==> config.mk <==
export PLATFORM = sky130hd
export DESIGN_NAME = micro_sequencer
export DESIGN_NICKNAME = d
export VERILOG_FILES = /design/src/disp_pkg.sv /design/src/micro_sequencer.sv
export SDC_FILE = /design/constraint.sdc
export NUM_CORES = 1
export LEC_CHECK = 0
export ABC_AREA = 1
export BUFFER_PORTS_ARGS = -buffer_cell sky130_fd_sc_hd__buf_2
export CAP_MARGIN = 10
export CORE_ASPECT_RATIO = 0.6
export CORE_MARGIN = 2
export CORE_UTILIZATION = 30
export DETAILED_ROUTE_END_ITERATION = 8
export GPL_TIMING_DRIVEN = 0
export HOLD_SLACK_MARGIN = 0.06
export SLEW_MARGIN = 20
export SYNTH_ARGS = -nofsm -noshare
export SYNTH_HDL_FRONTEND = slang
export SYNTH_SLANG_ARGS = --single-unit
export TNS_END_PERCENT = 1
==> constraint.sdc <==
create_clock -name clk -period 4 [get_ports clk]
set_input_delay 0.2 -clock clk [delete_from_list [all_inputs] [get_ports clk]]
set_output_delay 0.2 -clock clk [all_outputs]
set_load 0.01 [all_outputs]
==> src/disp_pkg.sv <==
// Dispatch stage shared definitions
// Widths, entry layout, sequencer phases and APB register map

package disp_pkg;

   ////////////////////////////////////////
   // Dispatch memory geometry
   ////////////////////////////////////////

   localparam int DADR_W     = 11;
   localparam int DISP_DEPTH = 2048;
   localparam int UPC_W      = 14;

   // Subroutine return stack
   localparam int STACK_DEPTH = 32;
   localparam int STACK_PTR_W = 5;

   typedef logic [UPC_W-1:0] upc_t;

   // One dispatch RAM word, 17 bits, return flag on top
   typedef struct packed {
      logic dr;
      logic dp;
      logic dn;
      upc_t dpc;
   } disp_entry_t;

   // Phases of one dispatch step
   typedef enum logic [1:0] {
      IDLE,
      DECODE,
      WRITE,
      PREFETCH
   } seq_phase_t;

   ////////////////////////////////////////
   // APB register map, byte offsets
   ////////////////////////////////////////

   localparam logic [7:0] REG_IR     = 8'h00;
   localparam logic [7:0] REG_VMO    = 8'h04;
   localparam logic [7:0] REG_R      = 8'h08;
   localparam logic [7:0] REG_DMASK  = 8'h0C;
   localparam logic [7:0] REG_A      = 8'h10;
   localparam logic [7:0] REG_CMD    = 8'h14;
   localparam logic [7:0] REG_PC     = 8'h18;
   localparam logic [7:0] REG_STATUS = 8'h1C;

   // Command register bits
   localparam int CMD_GO     = 0;
   localparam int CMD_DISPWR = 1;

   // Status register fields
   localparam int STAT_BUSY      = 0;
   localparam int STAT_OVF       = 1;
   localparam int STAT_DEPTH_LSB = 8;

endpackage

==> src/micro_sequencer.sv <==
// Micro-sequencer for the dispatch stage
// Walks the phases of each step and, in PREFETCH, picks the
// next micro-PC from the dispatch entry and the return stack

`timescale 1ns/100ps

module micro_sequencer import disp_pkg::*; (
   input  logic clk,
   input  logic reset,
   input  logic step_start,
   input  logic step_write,
   input  logic pc_load,
   input  upc_t pc_load_value,
   input  upc_t dpc,
   input  logic dn,
   input  logic dp,
   input  logic dr,
   input  upc_t stack_top,
   input  logic stack_empty,
   output logic state_prefetch,
   output logic state_write,
   output logic dispwr,
   output logic push,
   output logic pop,
   output upc_t push_data,
   output upc_t upc,
   output logic busy,
   output logic step_done
);

   seq_phase_t phase;
   seq_phase_t phase_nxt;
   upc_t       upc_inc;
   upc_t       upc_nxt;

   assign state_prefetch = (phase == PREFETCH);
   assign state_write    = (phase == WRITE);
   assign busy           = (phase != IDLE);

   ////////////////////////////////////////
   // Next micro-PC
   ////////////////////////////////////////

   assign upc_inc   = upc + UPC_W'(1);
   assign push_data = upc_inc;

   // Call pushes return address, return pops when something is there
   assign push = state_prefetch & ~dn & ~dr & dp;
   assign pop  = state_prefetch & ~dn & dr & ~stack_empty;

   always_comb begin
      if (dn) begin
         upc_nxt = upc_inc;
      end else if (dr) begin
         upc_nxt = stack_empty ? upc_inc : stack_top;
      end else begin
         upc_nxt = dpc;
      end
   end

   ////////////////////////////////////////
   // Phase walk
   ////////////////////////////////////////

   always_comb begin
      phase_nxt = phase;
      case (phase)
         IDLE: begin
            if (step_start) begin
               phase_nxt = step_write ? WRITE : DECODE;
            end
         end
         DECODE:   phase_nxt = PREFETCH;
         PREFETCH: phase_nxt = IDLE;
         WRITE:    phase_nxt = IDLE;
         default:  phase_nxt = IDLE;
      endcase
   end

   always_ff @(posedge clk) begin
      if (reset) begin
         phase     <= IDLE;
         dispwr    <= 1'b0;
         step_done <= 1'b0;
         upc       <= '0;
      end else begin
         phase     <= phase_nxt;
         // Last phase of either step
         step_done <= state_prefetch | state_write;
         if (step_start) begin
            dispwr <= step_write;
         end
         if (pc_load) begin
            upc <= pc_load_value;
         end else if (state_prefetch) begin
            upc <= upc_nxt;
         end
      end
   end

   // Host interface holds new commands back until the step ends
   a_start_when_idle : assert property (@(posedge clk) disable iff (reset)
      step_start |-> !busy);

endmodule

==> impl_metrics.yaml <==
outcome:
  status: "finished clean"
logic_synthesis:
  synth_ff_type: "dfxtp_1"
  synth_top_area_share_pct: 22.5
  syn_nets: 342
  synth_async_sr_flop_share_pct: 0
  synth.yosys.seq_area_share_pct: 22.5
  synth_area_per_cell_um2: 5.51
  yosys.area.top_type: "dfxtp_1"
  yosys_warnings: 0
  ys_ff_latch: 18
  synth_edf_count: 0
  synth_cell_types: 25
  synthCells: 290
  synth.area.top_cells: "dfxtp_1, nand2_1, nand3_1"
  synth_area_um2: 1600
die:
  initial_core_util_pct: 31.3
  die_x_um: 98.3
  core-area_um2: 5100
  ioPinCount: 86
  dieArea_um2: 5950
  row_count: 20
  die_h_um: 60.6
timing:
  drv_slew: 0
  tns_ps: 0
  max_freq_mhz: 521
  setup_violations: 0
  worst_slack_ps: 2080
  finalHoldViolCount: 0
  fin_skew_ps: 1.98
  relSlewSlack_pct: 71.8
  rsz0062_at_grt: "no"
  worst_slew_pin_slew_ps: 423
  whs_ps: 187
  min_period_ps: 1920
  post-route-period-util_pct: 48.0
finish:
  finalNonFillerCells: 444
  diodes: 0
  fin_nets: 431
  drive_gt1_share_pct: 30.2
  multi_input_area_um2: 1070
  fill_cells: 590
  regArea_um2: 360
  syn_to_final_growth_pct: 34.9
hold_path:
  min_to: "upc[1]"
  hold_depth: 2
  min_from: "reset"
  min-delay-path-class: "input pin to flip-flop"
routing:
  ant_nets: 0
  first_iter_violations: 111
  wl_per_cell_um: 12.5
  vias: 2089
  drt-total-wl_um: 5540
  drc_errors: 0
  viasPerCell: 4.70
  firstDrtPassIters: 4
worst_setup_path:
  timing.rr.end: "upc[12]"
  crit_fanout: 8
  rrSetupSlack_ps: 2410
  critical_path.endpoint_type: "output port"
  crit_type: "flip-flop to output port"
  r2r_cells: 8
  timing.rr.start: "upc[0]"
  cp_data_required_time_ps: 3800
  arrival_ps: 1720
  start_kind: "flip-flop"
placement:
  dp.cells: 440
  io_buffers: 84
  pre_cts_ws_ps: 2380
  hpwl_um: 4530
  gp_congestion: 0.824
pwr:
  p_leak_uw: 0.00119
  power.density_nw_per_um2: 254
  vdd_drop_max_uv: 150
clocking:
  cts_num_sinks: 18
  cts_buffer_depth: 2
  cts-root-buf: "clkbuf_8"
  cts_tree: "done"
  clk_pin_slew_worst_paths_ps: 80
  post_cts_buffers: 0
  numCtsBuffers: 3
  cts_resized: 0
  clk_latency_ps: 260
  cts_hold_buf: 0
  htree_levels: 1
grt:
  grt_max_degree: 11
  grt-ovfl-total: 0
  track_usage_pct: 18.3
  grt_pass1_wl_um: 8580
  grt_pass1_vias: 1777
  antenna_found_initial: 0
job:
  drv_cap: 0
## report_power, final
part           internal [uW]  switching (uW)
clock network           87.8            70.7
logic                   75.2             103
registers                193            18.9
## metrics by stage
stage | utilization, % | area, um^2 | power [uW]
2_1_floorplan | - | 1600 | 316
3_3_place_gp | 41.2 | 2100 | 392
3_5_place_dp | 41.2 | 2100 | 394
4_1_cts | 42.3 | 2160 | 554
5_1_grt | 42.3 | 2160 | 585
6_report | 42.3 | 2160 | 549
## layout make-up
type | count | share of cell area [%]
Buffer | 10 | 2.61
Clock buffer | 4 | 2.55
Inverter | 30 | 5.22
Multi-Input combinational cell | 232 | 49.6
Sequential cell | 18 | 16.7
Tap cell | 66 | 3.83
Timing Repair Buffer | 84 | 19.5
## how the worst max path moves through the flow
| stage | startpoint | endpoint | slack (ps) | depth (start not counted) |
|---|---|---|---|---|
| floorplan | upc[1] | upc[4] | 2550 | 9 |
| global placement | upc[0] | push_data[12] | 2410 | 6 |
| detailed placement | upc[0] | push_data[12] | 2380 | 6 |
| CTS | upc[0] | push_data[12] | 2080 | 6 |
| global route | upc[0] | push_data[12] | 1950 | 6 |
| finish | upc[0] | push_data[12] | 2080 | 6 |
## synthesized netlist by cell type (all sizes together), types with 2 or more instances
cell / number
a21oi: 20
and2: 3
buf: 6
clkbuf: 4
dfxtp: 18
inv: 30
nand2: 93
nand3: 34
nand4: 3
nor2: 37
nor3: 2
o21ai: 24
o221ai: 2
or2: 10
## registers in the layout, summed over array words and instances (netlist names)
register / count
step_done: 1
dispwr: 1
phase: 2
upc: 14
## routing by layer
metal	part of all wire [%]	global-route usage (%)	up-vias
li1	-	-	1108
met1	52	27.9	915
met2	41	28.2	64
met3	7.4	3.46	2
met4	0.23	1.76	0
met5	0	0	-
## cells by family (layout without fill, tap and decap cells)
group | count (synthesis) | count (layout) | synth area share [%]
flops | 18 | 18 | 22.5
xor+xnor | 1 | 1 | 0.548
buf+inv | 40 | 128 | 10.6
fa+ha+maj | 1 | 1 | 0.782
compound gates | 48 | 48 | 16.0
simple gates | 182 | 182 | 49.6
## worst max-delay path, stage by stage, from the launching register on
cell and delay, ps:
dfxtp_1 430, ha_1 230, nand2_1 100, nor2_4 230
nand4_1 150, and2_1 180, buf_2 130
## cell usage in the layout, fill, tap and decap left out, drive strengths merged, types with 2 or more instances in the layout
master / synthesis / final
dfxtp: 18 / 18
clkbuf: 4 / 8
and2: 3 / 3
buf: 6 / 90
nor3: 2 / 2
a21oi: 20 / 20
o221ai: 2 / 2
nand4: 3 / 3
nand3: 34 / 34
or2: 10 / 10
inv: 30 / 30
o21ai: 24 / 24
nand2: 93 / 93
nor2: 37 / 37
No activity file was read; power rests on OpenSTA's default activity.
