## config.mk

```make
export PLATFORM = sky130hd
export DESIGN_NAME = return_stack
export DESIGN_NICKNAME = d
export VERILOG_FILES = /design/src/disp_pkg.sv /design/src/sync_ram.sv /design/src/return_stack.sv
export SDC_FILE = /design/constraint.sdc
export NUM_CORES = 1
export LEC_CHECK = 0
export BUFFER_PORTS_ARGS = -buffer_cell sky130_fd_sc_hd__buf_4
export CAP_MARGIN = 20
export CORE_MARGIN = 3
export CORE_UTILIZATION = 60
export CTS_BUF_LIST = sky130_fd_sc_hd__clkbuf_8
export DETAILED_ROUTE_END_ITERATION = 10
export GPL_TIMING_DRIVEN = 0
export PLACE_DENSITY = 0.89
export SLEW_MARGIN = 20
export SYNTH_ARGS = -nofsm -noshare
export SYNTH_HDL_FRONTEND = slang
export SYNTH_SLANG_ARGS = --single-unit
export TNS_END_PERCENT = 20
```

## constraint.sdc

```tcl
create_clock -name clk -period 4.4 [get_ports clk]
set_input_delay 0.66 -clock clk [delete_from_list [all_inputs] [get_ports clk]]
set_output_delay 0.66 -clock clk [all_outputs]
set_load 0.05 [all_outputs]
```

## src/disp_pkg.sv

```systemverilog
// Dispatch stage shared definitions
// Widths, entry layout, sequencer phases and APB register map

package disp_pkg;

   ////////////////////////////////////////
   // Dispatch memory geometry
   ////////////////////////////////////////

   localparam int DADR_W     = 11;
   localparam int DISP_DEPTH = 2048;
   localparam int UPC_W      = 14;

   // Subroutine return stack
   localparam int STACK_DEPTH = 32;
   localparam int STACK_PTR_W = 5;

   typedef logic [UPC_W-1:0] upc_t;

   // One dispatch RAM word, 17 bits, return flag on top
   typedef struct packed {
      logic dr;
      logic dp;
      logic dn;
      upc_t dpc;
   } disp_entry_t;

   // Phases of one dispatch step
   typedef enum logic [1:0] {
      IDLE,
      DECODE,
      WRITE,
      PREFETCH
   } seq_phase_t;

   ////////////////////////////////////////
   // APB register map, byte offsets
   ////////////////////////////////////////

   localparam logic [7:0] REG_IR     = 8'h00;
   localparam logic [7:0] REG_VMO    = 8'h04;
   localparam logic [7:0] REG_R      = 8'h08;
   localparam logic [7:0] REG_DMASK  = 8'h0C;
   localparam logic [7:0] REG_A      = 8'h10;
   localparam logic [7:0] REG_CMD    = 8'h14;
   localparam logic [7:0] REG_PC     = 8'h18;
   localparam logic [7:0] REG_STATUS = 8'h1C;

   // Command register bits
   localparam int CMD_GO     = 0;
   localparam int CMD_DISPWR = 1;

   // Status register fields
   localparam int STAT_BUSY      = 0;
   localparam int STAT_OVF       = 1;
   localparam int STAT_DEPTH_LSB = 8;

endpackage

```

## src/sync_ram.sv

```systemverilog
// Synchronous RAM, one write port and one registered read port
// Payload type and depth set per instance

`timescale 1ns/100ps

module sync_ram #(
   parameter type payload_t = logic [7:0],
   parameter int  DEPTH     = 16
) (
   input  logic                     clk,
   input  logic                     we,
   input  logic [$clog2(DEPTH)-1:0] waddr,
   input  payload_t                 wdata,
   input  logic                     re,
   input  logic [$clog2(DEPTH)-1:0] raddr,
   output payload_t                 rdata
);

   // Storage array, contents undefined until written
   payload_t mem [DEPTH];

   ////////////////////////////////////////
   // Write port
   ////////////////////////////////////////

   always_ff @(posedge clk) begin
      if (we) begin
         mem[waddr] <= wdata;
      end
   end

   ////////////////////////////////////////
   // Read port
   ////////////////////////////////////////

   // Output register keeps last word while re is low
   always_ff @(posedge clk) begin
      if (re) begin
         rdata <= mem[raddr];
      end
   end

endmodule

```

## src/return_stack.sv

```systemverilog
// Subroutine return-address stack
// 32 entries in a synchronous RAM plus a registered top entry,
// so a pop shows the return address in the same cycle

`timescale 1ns/100ps

module return_stack import disp_pkg::*; (
   input  logic                 clk,
   input  logic                 reset,
   input  logic                 push,
   input  logic                 pop,
   input  upc_t                 push_data,
   output upc_t                 top,
   output logic [STACK_PTR_W:0] depth,
   output logic                 empty,
   output logic                 overflow
);

   logic [STACK_PTR_W:0]   depth_nxt;
   logic [STACK_PTR_W-1:0] rd_addr;
   logic                   full;
   logic                   do_push;
   logic                   do_pop;
   upc_t                   second;
   upc_t                   top_q;

   assign full    = (depth == (STACK_PTR_W+1)'(STACK_DEPTH));
   assign empty   = (depth == '0);
   assign do_push = push & ~full;
   assign do_pop  = pop & ~empty;

   always_comb begin
      depth_nxt = depth;
      if (do_push) begin
         depth_nxt = depth + 1'b1;
      end else if (do_pop) begin
         depth_nxt = depth - 1'b1;
      end
   end

   // Read port tracks the entry below the new top
   assign rd_addr = depth_nxt[STACK_PTR_W-1:0] - STACK_PTR_W'(2);

   sync_ram #(
      .payload_t (upc_t),
      .DEPTH     (STACK_DEPTH)
   ) i_mem (
      .clk   (clk),
      .we    (do_push),
      .waddr (depth[STACK_PTR_W-1:0]),
      .wdata (push_data),
      .re    (1'b1),
      .raddr (rd_addr),
      .rdata (second)
   );

   ////////////////////////////////////////
   // Pointer, top copy, overflow flag
   ////////////////////////////////////////

   always_ff @(posedge clk) begin
      if (reset) begin
         depth    <= '0;
         top_q    <= '0;
         overflow <= 1'b0;
      end else begin
         depth <= depth_nxt;
         if (do_push) begin
            top_q <= push_data;
         end else if (do_pop) begin
            // Last entry gone, top reads zero
            top_q <= (depth == 1) ? '0 : second;
         end
         // Sticky, push onto a full stack is dropped
         if (push && full) begin
            overflow <= 1'b1;
         end
      end
   end

   assign top = top_q;

   // Sequencer only ever calls or returns, never both
   a_no_push_pop : assert property (@(posedge clk) disable iff (reset)
      !(push && pop));

endmodule

```

==> impl_metrics.yaml <==
run_status:
  status: "finished clean"
synthesis:
  async_reset_ff_share_pct: 0
  synth_common_cells: "edfxtp_1, nand2_1, nand3_1"
  synth_area_leaders: "edfxtp_1, nand2_1, nand3_1"
  ys_warn_count: 0
  syn-cell-area_sq_um: 19000
  synth_edf_count: 448
  syn_nets: 1438
  synth_seq_area_share_pct: 74.6
  ys_ff_latch: 483
  synth_cells: 1414
  ys.flop_type: "edfxtp_1"
  ys_types: 49
  synth_most_common_cell: "edfxtp_1"
  synth_top_area_cell: "edfxtp_1"
  synth_top_area_share_pct: 70.9
  syn_area_per_cell_sq_um: 13.4
detailed_routing:
  drt_pass1_iterations: 8
  viasPerCell: 6.63
  wl_met3_mm: 7.56
  drc: 0
  initialDrtViolationCount: 2309
  wl_met2_mm: 23.5
  ant_nets: 0
  wirelength_mm: 51.8
  routedWlPerCell_microns: 26.0
  via_count: 13183
  wl_met1_mm: 17.6
  dr.max_layer_used: "met5"
timing:
  tns_ns: 0
  fmax_mhz: 227
  layout_setup_ws_ns: 0.00335
  hold_viol: 0
  worstMarginPinSlew_ns: 0.903
  fin_skew_ns: 0.0453
  fin_hold_ws_ns: 0.201
  max_slew_margin_pct: 39.7
  period_needed_ns: 4.40
  finalSetupViolCount: 0
  period_share_pct: 99.9
  finalMaxSlewViolations: 0
finish:
  areaGrowthSynthToFinish_pct: 14.1
  finalNetCount: 1563
  seq_area_sq_um: 14200
  fillers: 1851
  drive_gt1_share_pct: 17.6
  num_antenna_cells: 0
  multi_input_area_sq_um: 4750
global_route:
  grt_max_degree: 34
  grt_pass1_wl_mm: 76.1
  grt_pass1_vias: 12656
  overflow: 0
  grtUsageTotal_pct: 30.4
  antenna_found_initial: 0
clock_tree:
  clk_latency_ns: 0.62
  cts_buffers: 72
  htree_levels: 3
  cts_tree: "built"
  path_clk_slew_ns: 0.07
  clock_sinks: 483
  clk_path_buf_depth: 3
  cts_root_buf: "clkbuf_8"
floorplan:
  die_y_microns: 184
  die_w_microns: 184
  start_util_pct: 61.4
  die_area_sq_um: 33800
  io_pins: 40
  coreArea_sq_um: 30900
  fp-row-count: 64
worst_setup_path:
  worstSetupStartpointType: "register"
  crit_fanout: 10
  path_class: "register to register"
  crit_required_ns: 4.86
  rr_worst_depth: 17
  ff2ff_setup_slack_ns: 0.003
  cp-end-kind: "register"
  r2r_start: "depth[0]"
  r2r_end: "i_mem.rdata[10]"
  cp.arrival_ns: 4.86
worst_hold_path:
  worst_hold_path.num_cells: 2
  hold_class: "primary input to register"
  min-delay-start: "reset"
  hold-path-endpoint: "depth[4]"
placed_design:
  place_ws_ns: -0.909
  port_buffers: 38
  dp_hpwl_mm: 32.0
  gp_congestion: 1.03
job:
  cap_violations: 0
-- cell usage in the layout (no fill, tap or decap), types with 4 or more instances in the layout --
cell,n
clkinv_2,9
nor4_2,10
nor2_2,22
inv_1,20
xnor2_1,4
a211oi_1,14
clkbuf_1,27
buf_6,4
buf_2,15
a31oi_2,12
a21oi_1,5
buf_4,64
clkinv_1,17
dfxtp_1,33
a31oi_1,16
nor2_1,30
a41oi_2,4
ha_1,5
nand3_1,173
nor3_2,8
clkbuf_2,17
a32oi_1,25
clkbuf_8,75
clkbuf_4,7
mux2i_1,31
a41oi_1,24
a22oi_1,14
edfxtp_1,448
nand2_1,399
-- registers in the layout, summed over array words and instances, names as in the netlist --
name and count:
depth 6, i_mem.rdata 14, top 14, i_mem.mem 448
overflow 1
-- worst max-delay path: stages (launching register included) --
cell      delay [ns]
dfxtp_2         0.38
inv_2           0.12
ha_2            0.25
or4b_1          0.44
clkbuf_1        0.18
a311o_1         0.39
o21ai_2         0.10
nand2_2         0.14
ha_1            0.26
xor2_4          0.33
xor2_4          0.12
buf_12          0.17
buf_6           0.15
buf_4           0.20
nand2_1         0.08
nand3_1         0.09
a41oi_1         0.72
nor4_4          0.07
-- final cells by class --
type                    count  share of cell area [%]
plain buffers              87                    2.23
inverters                   3                  0.0520
well taps                 396                    2.29
clock buffers              75                    4.77
repair buffers             52                    1.86
multi-input cells         840                    21.9
flip-flops and latches    483                    65.4
clock inverters            53                    1.46
-- worst max-delay path by stage --
stage	start	cells after the start	slack (ns)	end
after floorplan	depth[0]	16	0.37	i_mem.rdata[10]
after global placement	depth[0]	16	-0.68	i_mem.rdata[12]
after detailed placement	depth[0]	16	-0.91	i_mem.rdata[8]
after CTS	depth[0]	17	0.02	i_mem.rdata[8]
after global routing	depth[0]	17	-0.04	i_mem.rdata[10]
final	depth[0]	17	0.003	i_mem.rdata[10]
-- logic make-up after synthesis --
kind of cell | count (synthesis) | share of synthesized area, %
adders and majority gates | 6 | 0.396
buffers and inverters | 91 | 2.09
xor gates and xnor gates | 9 | 0.495
muxes | 35 | 2.06
DFF | 483 | 74.6
AOI/OAI and AO/OA | 127 | 5.16
and+or+nand+nor | 663 | 15.2
-- per-stage QoR --
stage | util (%) | instance area (sq um) | cells
2_1_floorplan | - | 19000 | 1414
5_1_grt | 70.0 | 21600 | 1989
4_1_cts | 69.2 | 21400 | 1988
6_report | 70.0 | 21600 | 1989
3_5_place_dp | 64.4 | 19900 | 1858
3_3_place_gp | 63.9 | 19800 | 1848
-- timing repair --
| item | in CTS | in global routing |
|---|---|---|
| hold buffers | 0 | 0 |
| buffers inserted | 2 | 2 |
| setup endpoints to repair | 14 | 14 |
| resized for setup | 35 | 70 |
| pin swaps | 4 | 4 |
-- layer usage --
layer | vias up | GRT usage, %
met5 | - | 0
met4 | 4 | 16.0
met3 | 259 | 8.92
met2 | 1212 | 46.8
met1 | 6212 | 39.8
li1 | 5496 | -
Power is left out: the tool's default activity adds up to more than one toggle a clock period on the data nets, which glitch-free logic cannot reach.
