===== src/disp_pkg.sv =====
// Dispatch stage shared definitions
// Widths, entry layout, sequencer phases and APB register map

package disp_pkg;

   ////////////////////////////////////////
   // Dispatch memory geometry
   ////////////////////////////////////////

   localparam int DADR_W     = 11;
   localparam int DISP_DEPTH = 2048;
   localparam int UPC_W      = 14;

   // Subroutine return stack
   localparam int STACK_DEPTH = 32;
   localparam int STACK_PTR_W = 5;

   typedef logic [UPC_W-1:0] upc_t;

   // One dispatch RAM word, 17 bits, return flag on top
   typedef struct packed {
      logic dr;
      logic dp;
      logic dn;
      upc_t dpc;
   } disp_entry_t;

   // Phases of one dispatch step
   typedef enum logic [1:0] {
      IDLE,
      DECODE,
      WRITE,
      PREFETCH
   } seq_phase_t;

   ////////////////////////////////////////
   // APB register map, byte offsets
   ////////////////////////////////////////

   localparam logic [7:0] REG_IR     = 8'h00;
   localparam logic [7:0] REG_VMO    = 8'h04;
   localparam logic [7:0] REG_R      = 8'h08;
   localparam logic [7:0] REG_DMASK  = 8'h0C;
   localparam logic [7:0] REG_A      = 8'h10;
   localparam logic [7:0] REG_CMD    = 8'h14;
   localparam logic [7:0] REG_PC     = 8'h18;
   localparam logic [7:0] REG_STATUS = 8'h1C;

   // Command register bits
   localparam int CMD_GO     = 0;
   localparam int CMD_DISPWR = 1;

   // Status register fields
   localparam int STAT_BUSY      = 0;
   localparam int STAT_OVF       = 1;
   localparam int STAT_DEPTH_LSB = 8;

endpackage


===== src/apb_regs.sv =====
// APB slave for the dispatch stage
// Operand registers, command and PC load pulses, status readback,
// wait states on CMD and PC while a step runs

`timescale 1ns/100ps

module apb_regs import disp_pkg::*; (
   input  logic                 clk,
   input  logic                 reset,
   input  logic                 psel,
   input  logic                 penable,
   input  logic                 pwrite,
   input  logic [7:0]           paddr,
   input  logic [31:0]          pwdata,
   output logic [31:0]          prdata,
   output logic                 pready,
   output logic                 pslverr,
   output logic [48:0]          ir,
   output logic [23:0]          vmo,
   output logic [31:0]          r,
   output logic [6:0]           dmask,
   output logic [31:0]          a,
   output logic                 step_start,
   output logic                 step_write,
   output logic                 pc_load,
   output upc_t                 pc_load_value,
   input  upc_t                 upc,
   input  logic                 busy,
   input  logic [STACK_PTR_W:0] depth,
   input  logic                 overflow
);

   logic [31:0] ir_q;
   logic        access;
   logic        mapped;
   logic        ctrl_reg;
   logic        wr_en;
   logic        step_busy;

   // Access phase of a transfer
   assign access = psel & penable;

   assign mapped = (paddr[1:0] == 2'b00) && (paddr <= REG_STATUS);
   assign ctrl_reg = (paddr == REG_CMD) || (paddr == REG_PC);

   // Step requested or still running
   assign step_busy = busy | step_start;

   assign pready  = ~(access & ctrl_reg & step_busy);
   assign pslverr = access & ~mapped;
   assign wr_en   = access & pready & pwrite & mapped;

   assign ir = {17'b0, ir_q};

   ////////////////////////////////////////
   // Register writes
   ////////////////////////////////////////

   always_ff @(posedge clk) begin
      if (reset) begin
         ir_q       <= '0;
         vmo        <= '0;
         r          <= '0;
         dmask      <= '0;
         a          <= '0;
         step_start <= 1'b0;
         step_write <= 1'b0;
         pc_load    <= 1'b0;
      end else begin
         // Single-cycle pulses
         step_start <= 1'b0;
         pc_load    <= 1'b0;
         if (wr_en) begin
            case (paddr)
               REG_IR:    ir_q  <= pwdata;
               REG_VMO:   vmo   <= pwdata[23:0];
               REG_R:     r     <= pwdata;
               REG_DMASK: dmask <= pwdata[6:0];
               REG_A:     a     <= pwdata;
               REG_CMD: begin
                  step_start <= pwdata[CMD_GO];
                  step_write <= pwdata[CMD_DISPWR];
               end
               REG_PC:    pc_load <= 1'b1;
               default:   ;
            endcase
         end
      end
   end

   always_ff @(posedge clk) begin
      if (wr_en && (paddr == REG_PC)) begin
         pc_load_value <= pwdata[UPC_W-1:0];
      end
   end

   ////////////////////////////////////////
   // Readback
   ////////////////////////////////////////

   always_comb begin
      prdata = '0;
      case (paddr)
         REG_IR:    prdata = ir_q;
         REG_VMO:   prdata = {8'b0, vmo};
         REG_R:     prdata = r;
         REG_DMASK: prdata = {25'b0, dmask};
         REG_A:     prdata = a;
         REG_PC:    prdata = 32'(upc);
         REG_STATUS: begin
            prdata[STAT_BUSY] = step_busy;
            prdata[STAT_OVF]  = overflow;
            prdata[STAT_DEPTH_LSB +: STACK_PTR_W+1] = depth;
         end
         // CMD is write only
         default:   prdata = '0;
      endcase
   end

   // Access follows setup or a stalled access
   a_apb_setup : assert property (@(posedge clk) disable iff (reset)
      (psel && penable) |-> $past(psel && (!penable || !pready)));

endmodule


===== config.mk =====
export PLATFORM = sky130hd
export DESIGN_NAME = apb_regs
export DESIGN_NICKNAME = d
export VERILOG_FILES = /design/src/disp_pkg.sv /design/src/apb_regs.sv
export SDC_FILE = /design/constraint.sdc
export NUM_CORES = 1
export LEC_CHECK = 0
export BUFFER_PORTS_ARGS = -buffer_cell sky130_fd_sc_hd__buf_2
export CAP_MARGIN = 0
export CORE_MARGIN = 2
export CORE_UTILIZATION = 44
export DETAILED_ROUTE_END_ITERATION = 6
export PLACE_DENSITY = 0.73
export SLEW_MARGIN = 25
export SYNTH_ARGS = -nofsm -noshare
export SYNTH_HDL_FRONTEND = slang
export SYNTH_SLANG_ARGS = --single-unit
export TNS_END_PERCENT = 20

===== constraint.sdc =====
create_clock -name clk -period 1.9 [get_ports clk]
set_clock_uncertainty 0.1 [all_clocks]
set_input_delay 0.19 -clock clk [delete_from_list [all_inputs] [get_ports clk]]
set_output_delay 0.19 -clock clk [all_outputs]
set_load 0.02 [all_outputs]

==> metrics.md <==
| Metric | Value |
|---|---|
| Run status | `finished with violations` |
| Violated checks | `setup timing` |
| Detailed router's first-iteration violation count | `between 900 and 1000` |
| Post-synthesis cell type with the largest combined area | `dfxtp_1` |
| Arrival time at the worst endpoint | `approximately 1.7 ns` |
| Cell-by-cell trace of the critical path | `buf_8 > or4_4 > buf_8 > nor2_4 > buf_12 > buf_16 > a22oi_2 > o31ai_1 > buf_2` |
| Drt first pass iters | `6` |
| Category of the worst setup path launch point | `input pin` |
| RSZ-0062 raised after global routing | `true` |
| Switching pwr | `approximately 1500 uW` |
| Most frequent cells in the layout | `213 x buf_2, 129 x nand3_1, 128 x dfxtp_1, 127 x a21oi_1, 107 x nand2_1` |
| Synth top area cells | `dfxtp_1 39%, nand3_1 9.7%, a21oi_1 9.6%` |
| Die height | `between 100 and 150 um` |
| Deepest clock path buffer count | `2` |
| Kind of end point of the critical path | `output port` |
| Maximum cell stage delay along the critical path | `0.53 ns` |
| Sw Ratio | `0.230` |
| Worst hold path class | `input pin to flip-flop` |
| Slowest CP cell | `or4_4` |
| Syn. warnings | `0` |
| Setup TNS | `-1.57 ns` |
| Detailed-route wire length | `around 24000 um` |
| Final worst-path setup slack | `-0.114 ns` |
| Post-detailed-route via-to-cell ratio | `5.80` |
| Count of non-filler cells in the finished layout | `~1300` |
| CTS Buf Count | `17` |
| Max VDD drop | `0.572 mV` |
| Sequential fraction of the synthesis area | `0.456` |
| Async set-reset flop share out of synthesis | `0` |
| Rows | `44` |
| Share of Yosys cell area claimed by the top area cell type | `0.393` |
| Synthesized flop and latch total | `between 100 and 150` |
| Routability cong. | `between 0.8 and 0.9` |
| Worst-case setup slack after placement | `-0.182 ns` |
| Final hold vios | `0` |
| TritonCTS Sinks | `roughly 140` |
| Post-route DRC | `0` |
| Maximum Capacitance Violations | `0` |
| Total half-perimeter wirelength after legalization and detailed placement | `16400 um` |
| Dominant synthesized flop cell | `dfxtp_1` |
| Proportion of power drawn by the clock network | `0.472` |
| Total die area | `16100 um^2` |
| Final global-route overflow total | `0` |
| Later-pin clock latency in the skew report | `between 0.4 and 0.5 ns` |
| Final setup violating endpoints | `30` |
| Filler instances | `~1200` |
| Launch point of the worst path | `paddr[6]` |
| Vias | `approximately 7600` |
| I/O pin cnt | `262` |
| Layout overhead on the synthesized area | `46.6%` |
| Antenna violations before repair | `1` |
| Total of buffers placed on input and output ports | `244` |
| Core box area | `approximately 15000 um^2` |
| CTS tree | `built` |
| Flop pwr share | `0.458` |
| Most frequent standard cell in the layout excluding fill and tap cells | `buf_2` |
| Data required time at the worst endpoint | `1.61 ns` |
| Crit path max-delay family | `buffers and inverters` |
| Mean Syn Cell Area | `roughly 8.3 um^2` |
| First-pass GRT wire length | `between 30000 and 40000 um` |
| Initial standard-cell utilization of the core | `0.452` |
| Number of placed cells counting well taps | `1228` |
| Internal Pwr Total | `~5200 uW` |
| Number of buffer and inverter instances along the worst setup path | `5` |
| Kind of critical path | `input pin to output port` |
| Maximum number of pins on one net before global-route repair | `70` |
| Clock transition at the registers of the reported paths | `roughly 0.06 ns` |
| Comb power frac | `0.069` |
| Launch point of the worst reg-to-reg path | `step_start` |
| Power density cells | `689 nW/um^2` |
| Wirelength per Cell | `approximately 19 um` |
| Clock Tree Root | `clkbuf_16` |
| Hold_sp | `reset` |
| Synth Instances | `slightly below 800` |
| Part of the cycle the worst path needs | `1.06` |
| Number of global-route vias before repair | `roughly 6900` |
| Chip Width | `between 100 and 150 um` |
| Final max-slew violation count | `0` |
| Final net count | `between 1000 and 1500` |
| Min Clock Period, post-route | `2.01 ns` |
| Count of H-tree levels built during CTS | `4` |
| Static leakage power | `a little over 0.004 uW` |
| Most used cell, CP | `buf_8` |
| ANT nets after route | `0` |
| Max Clock Freq | `around 0.50 GHz` |
| Netlist area before placement | `approximately 6600 um^2` |
| Count of different cell masters after synthesis | `50` |
| Max Fanout on Critical Path | `6` |
| Layout cell share with drive strength beyond 1 | `0.360` |
| Tot GR Track Use | `0.290` |
| EDFF count, synth | `14` |
registers in the layout, summed over array words and instances (netlist names):
name           cells
a                 32
dmask              7
ir_q              32
pc_load            1
pc_load_value     14
r                 32
step_start         1
step_write         1
vmo               24
power groups by stage:
stage | clock network (uW) | registers (uW) | logic, uW
4_1_cts | 3190 | 3070 | 442
5_1_grt | 3350 | 3060 | 488
3_5_place_dp | 0 | 3130 | 377
6_report | 3160 | 3070 | 465
3_3_place_gp | 0 | 3130 | 374
2_1_floorplan | 0 | 3130 | 187
stage by stage:
step           hold WS (ns)  utilization  total power [uW]  area (um^2)
2_1_floorplan         0.189            -              3320         6700
3_3_place_gp          0.334        0.578              3510         8460
3_5_place_dp          0.334        0.578              3510         8460
4_1_cts              0.0389        0.655              6690         9590
5_1_grt              0.0540        0.663              6900         9710
6_report             0.0570        0.663              6690         9720
metal layers:
metal / up-vias / routed length, um / part of all wire / GRT usage
met1: 3532 / 9630 / 0.40 / 0.380
met2: 483 / 11300 / 0.47 / 0.461
li1: 3471 / - / - / -
met3: 65 / 2460 / 0.10 / 0.0759
met5: - / 0 / 0 / 0
met4: 0 / 738 / 0.031 / 0.114
cells in the mapped netlist, drive strengths merged (7+ instances only):
master and number:
dfxtp 130, nand3 129, a21oi 127, nand2 108
buf 57, o21ai 44, clkbuf 36, a22oi 25
edfxtp 14, mux2i 12, a222oi 10, inv 10
nor2 10, a32oi 7, o211ai 7
path summary, 6_finish.rpt:
check                     end  slack [ns]  cells after the start
max                 prdata[2]       -0.11                      9
min                     r[27]        0.06                      2
max reg2reg  pc_load_value[4]        0.37                      3
min reg2reg              a[0]        0.37                      2
cells by family (layout without fill, tap and decap cells):
kind of cell / Yosys count / count (layout) / synth area share
simple gates: 286 / 286 / 0.214
compound gates: 241 / 241 / 0.216
flops: 144 / 144 / 0.456
buf+inv: 103 / 409 / 0.0842
mux: 18 / 18 / 0.0283
other cells: 1 / 19 / 0.000566
xor+xnor: 1 / 1 / 0.00132
cell type report:
| type | instances | area (um^2) | area share |
|---|---|---|---|
| Clock buffer | 24 | 514 | 0.0529 |
| Multi-Input combinational cell | 563 | 3240 | 0.334 |
| Tap cell | 184 | 230 | 0.0237 |
| Clock inverter | 8 | 50.0 | 0.00515 |
| Sequential cell | 144 | 3030 | 0.311 |
| Inverter | 10 | 37.5 | 0.00386 |
| Timing Repair Buffer | 367 | 2610 | 0.269 |
| Antenna cell | 2 | 5.00 | 0.000515 |
timing repair:
action	in CTS	in global routing
hold endpoints to repair	135	0
setup endpoints to repair	32	33
gates cloned	1	1
buffers inserted	3	3
hold buffers	32	0
pin swaps	17	9
resized for setup	56	23
Note: power is estimated with default switching activity, not from simulation.
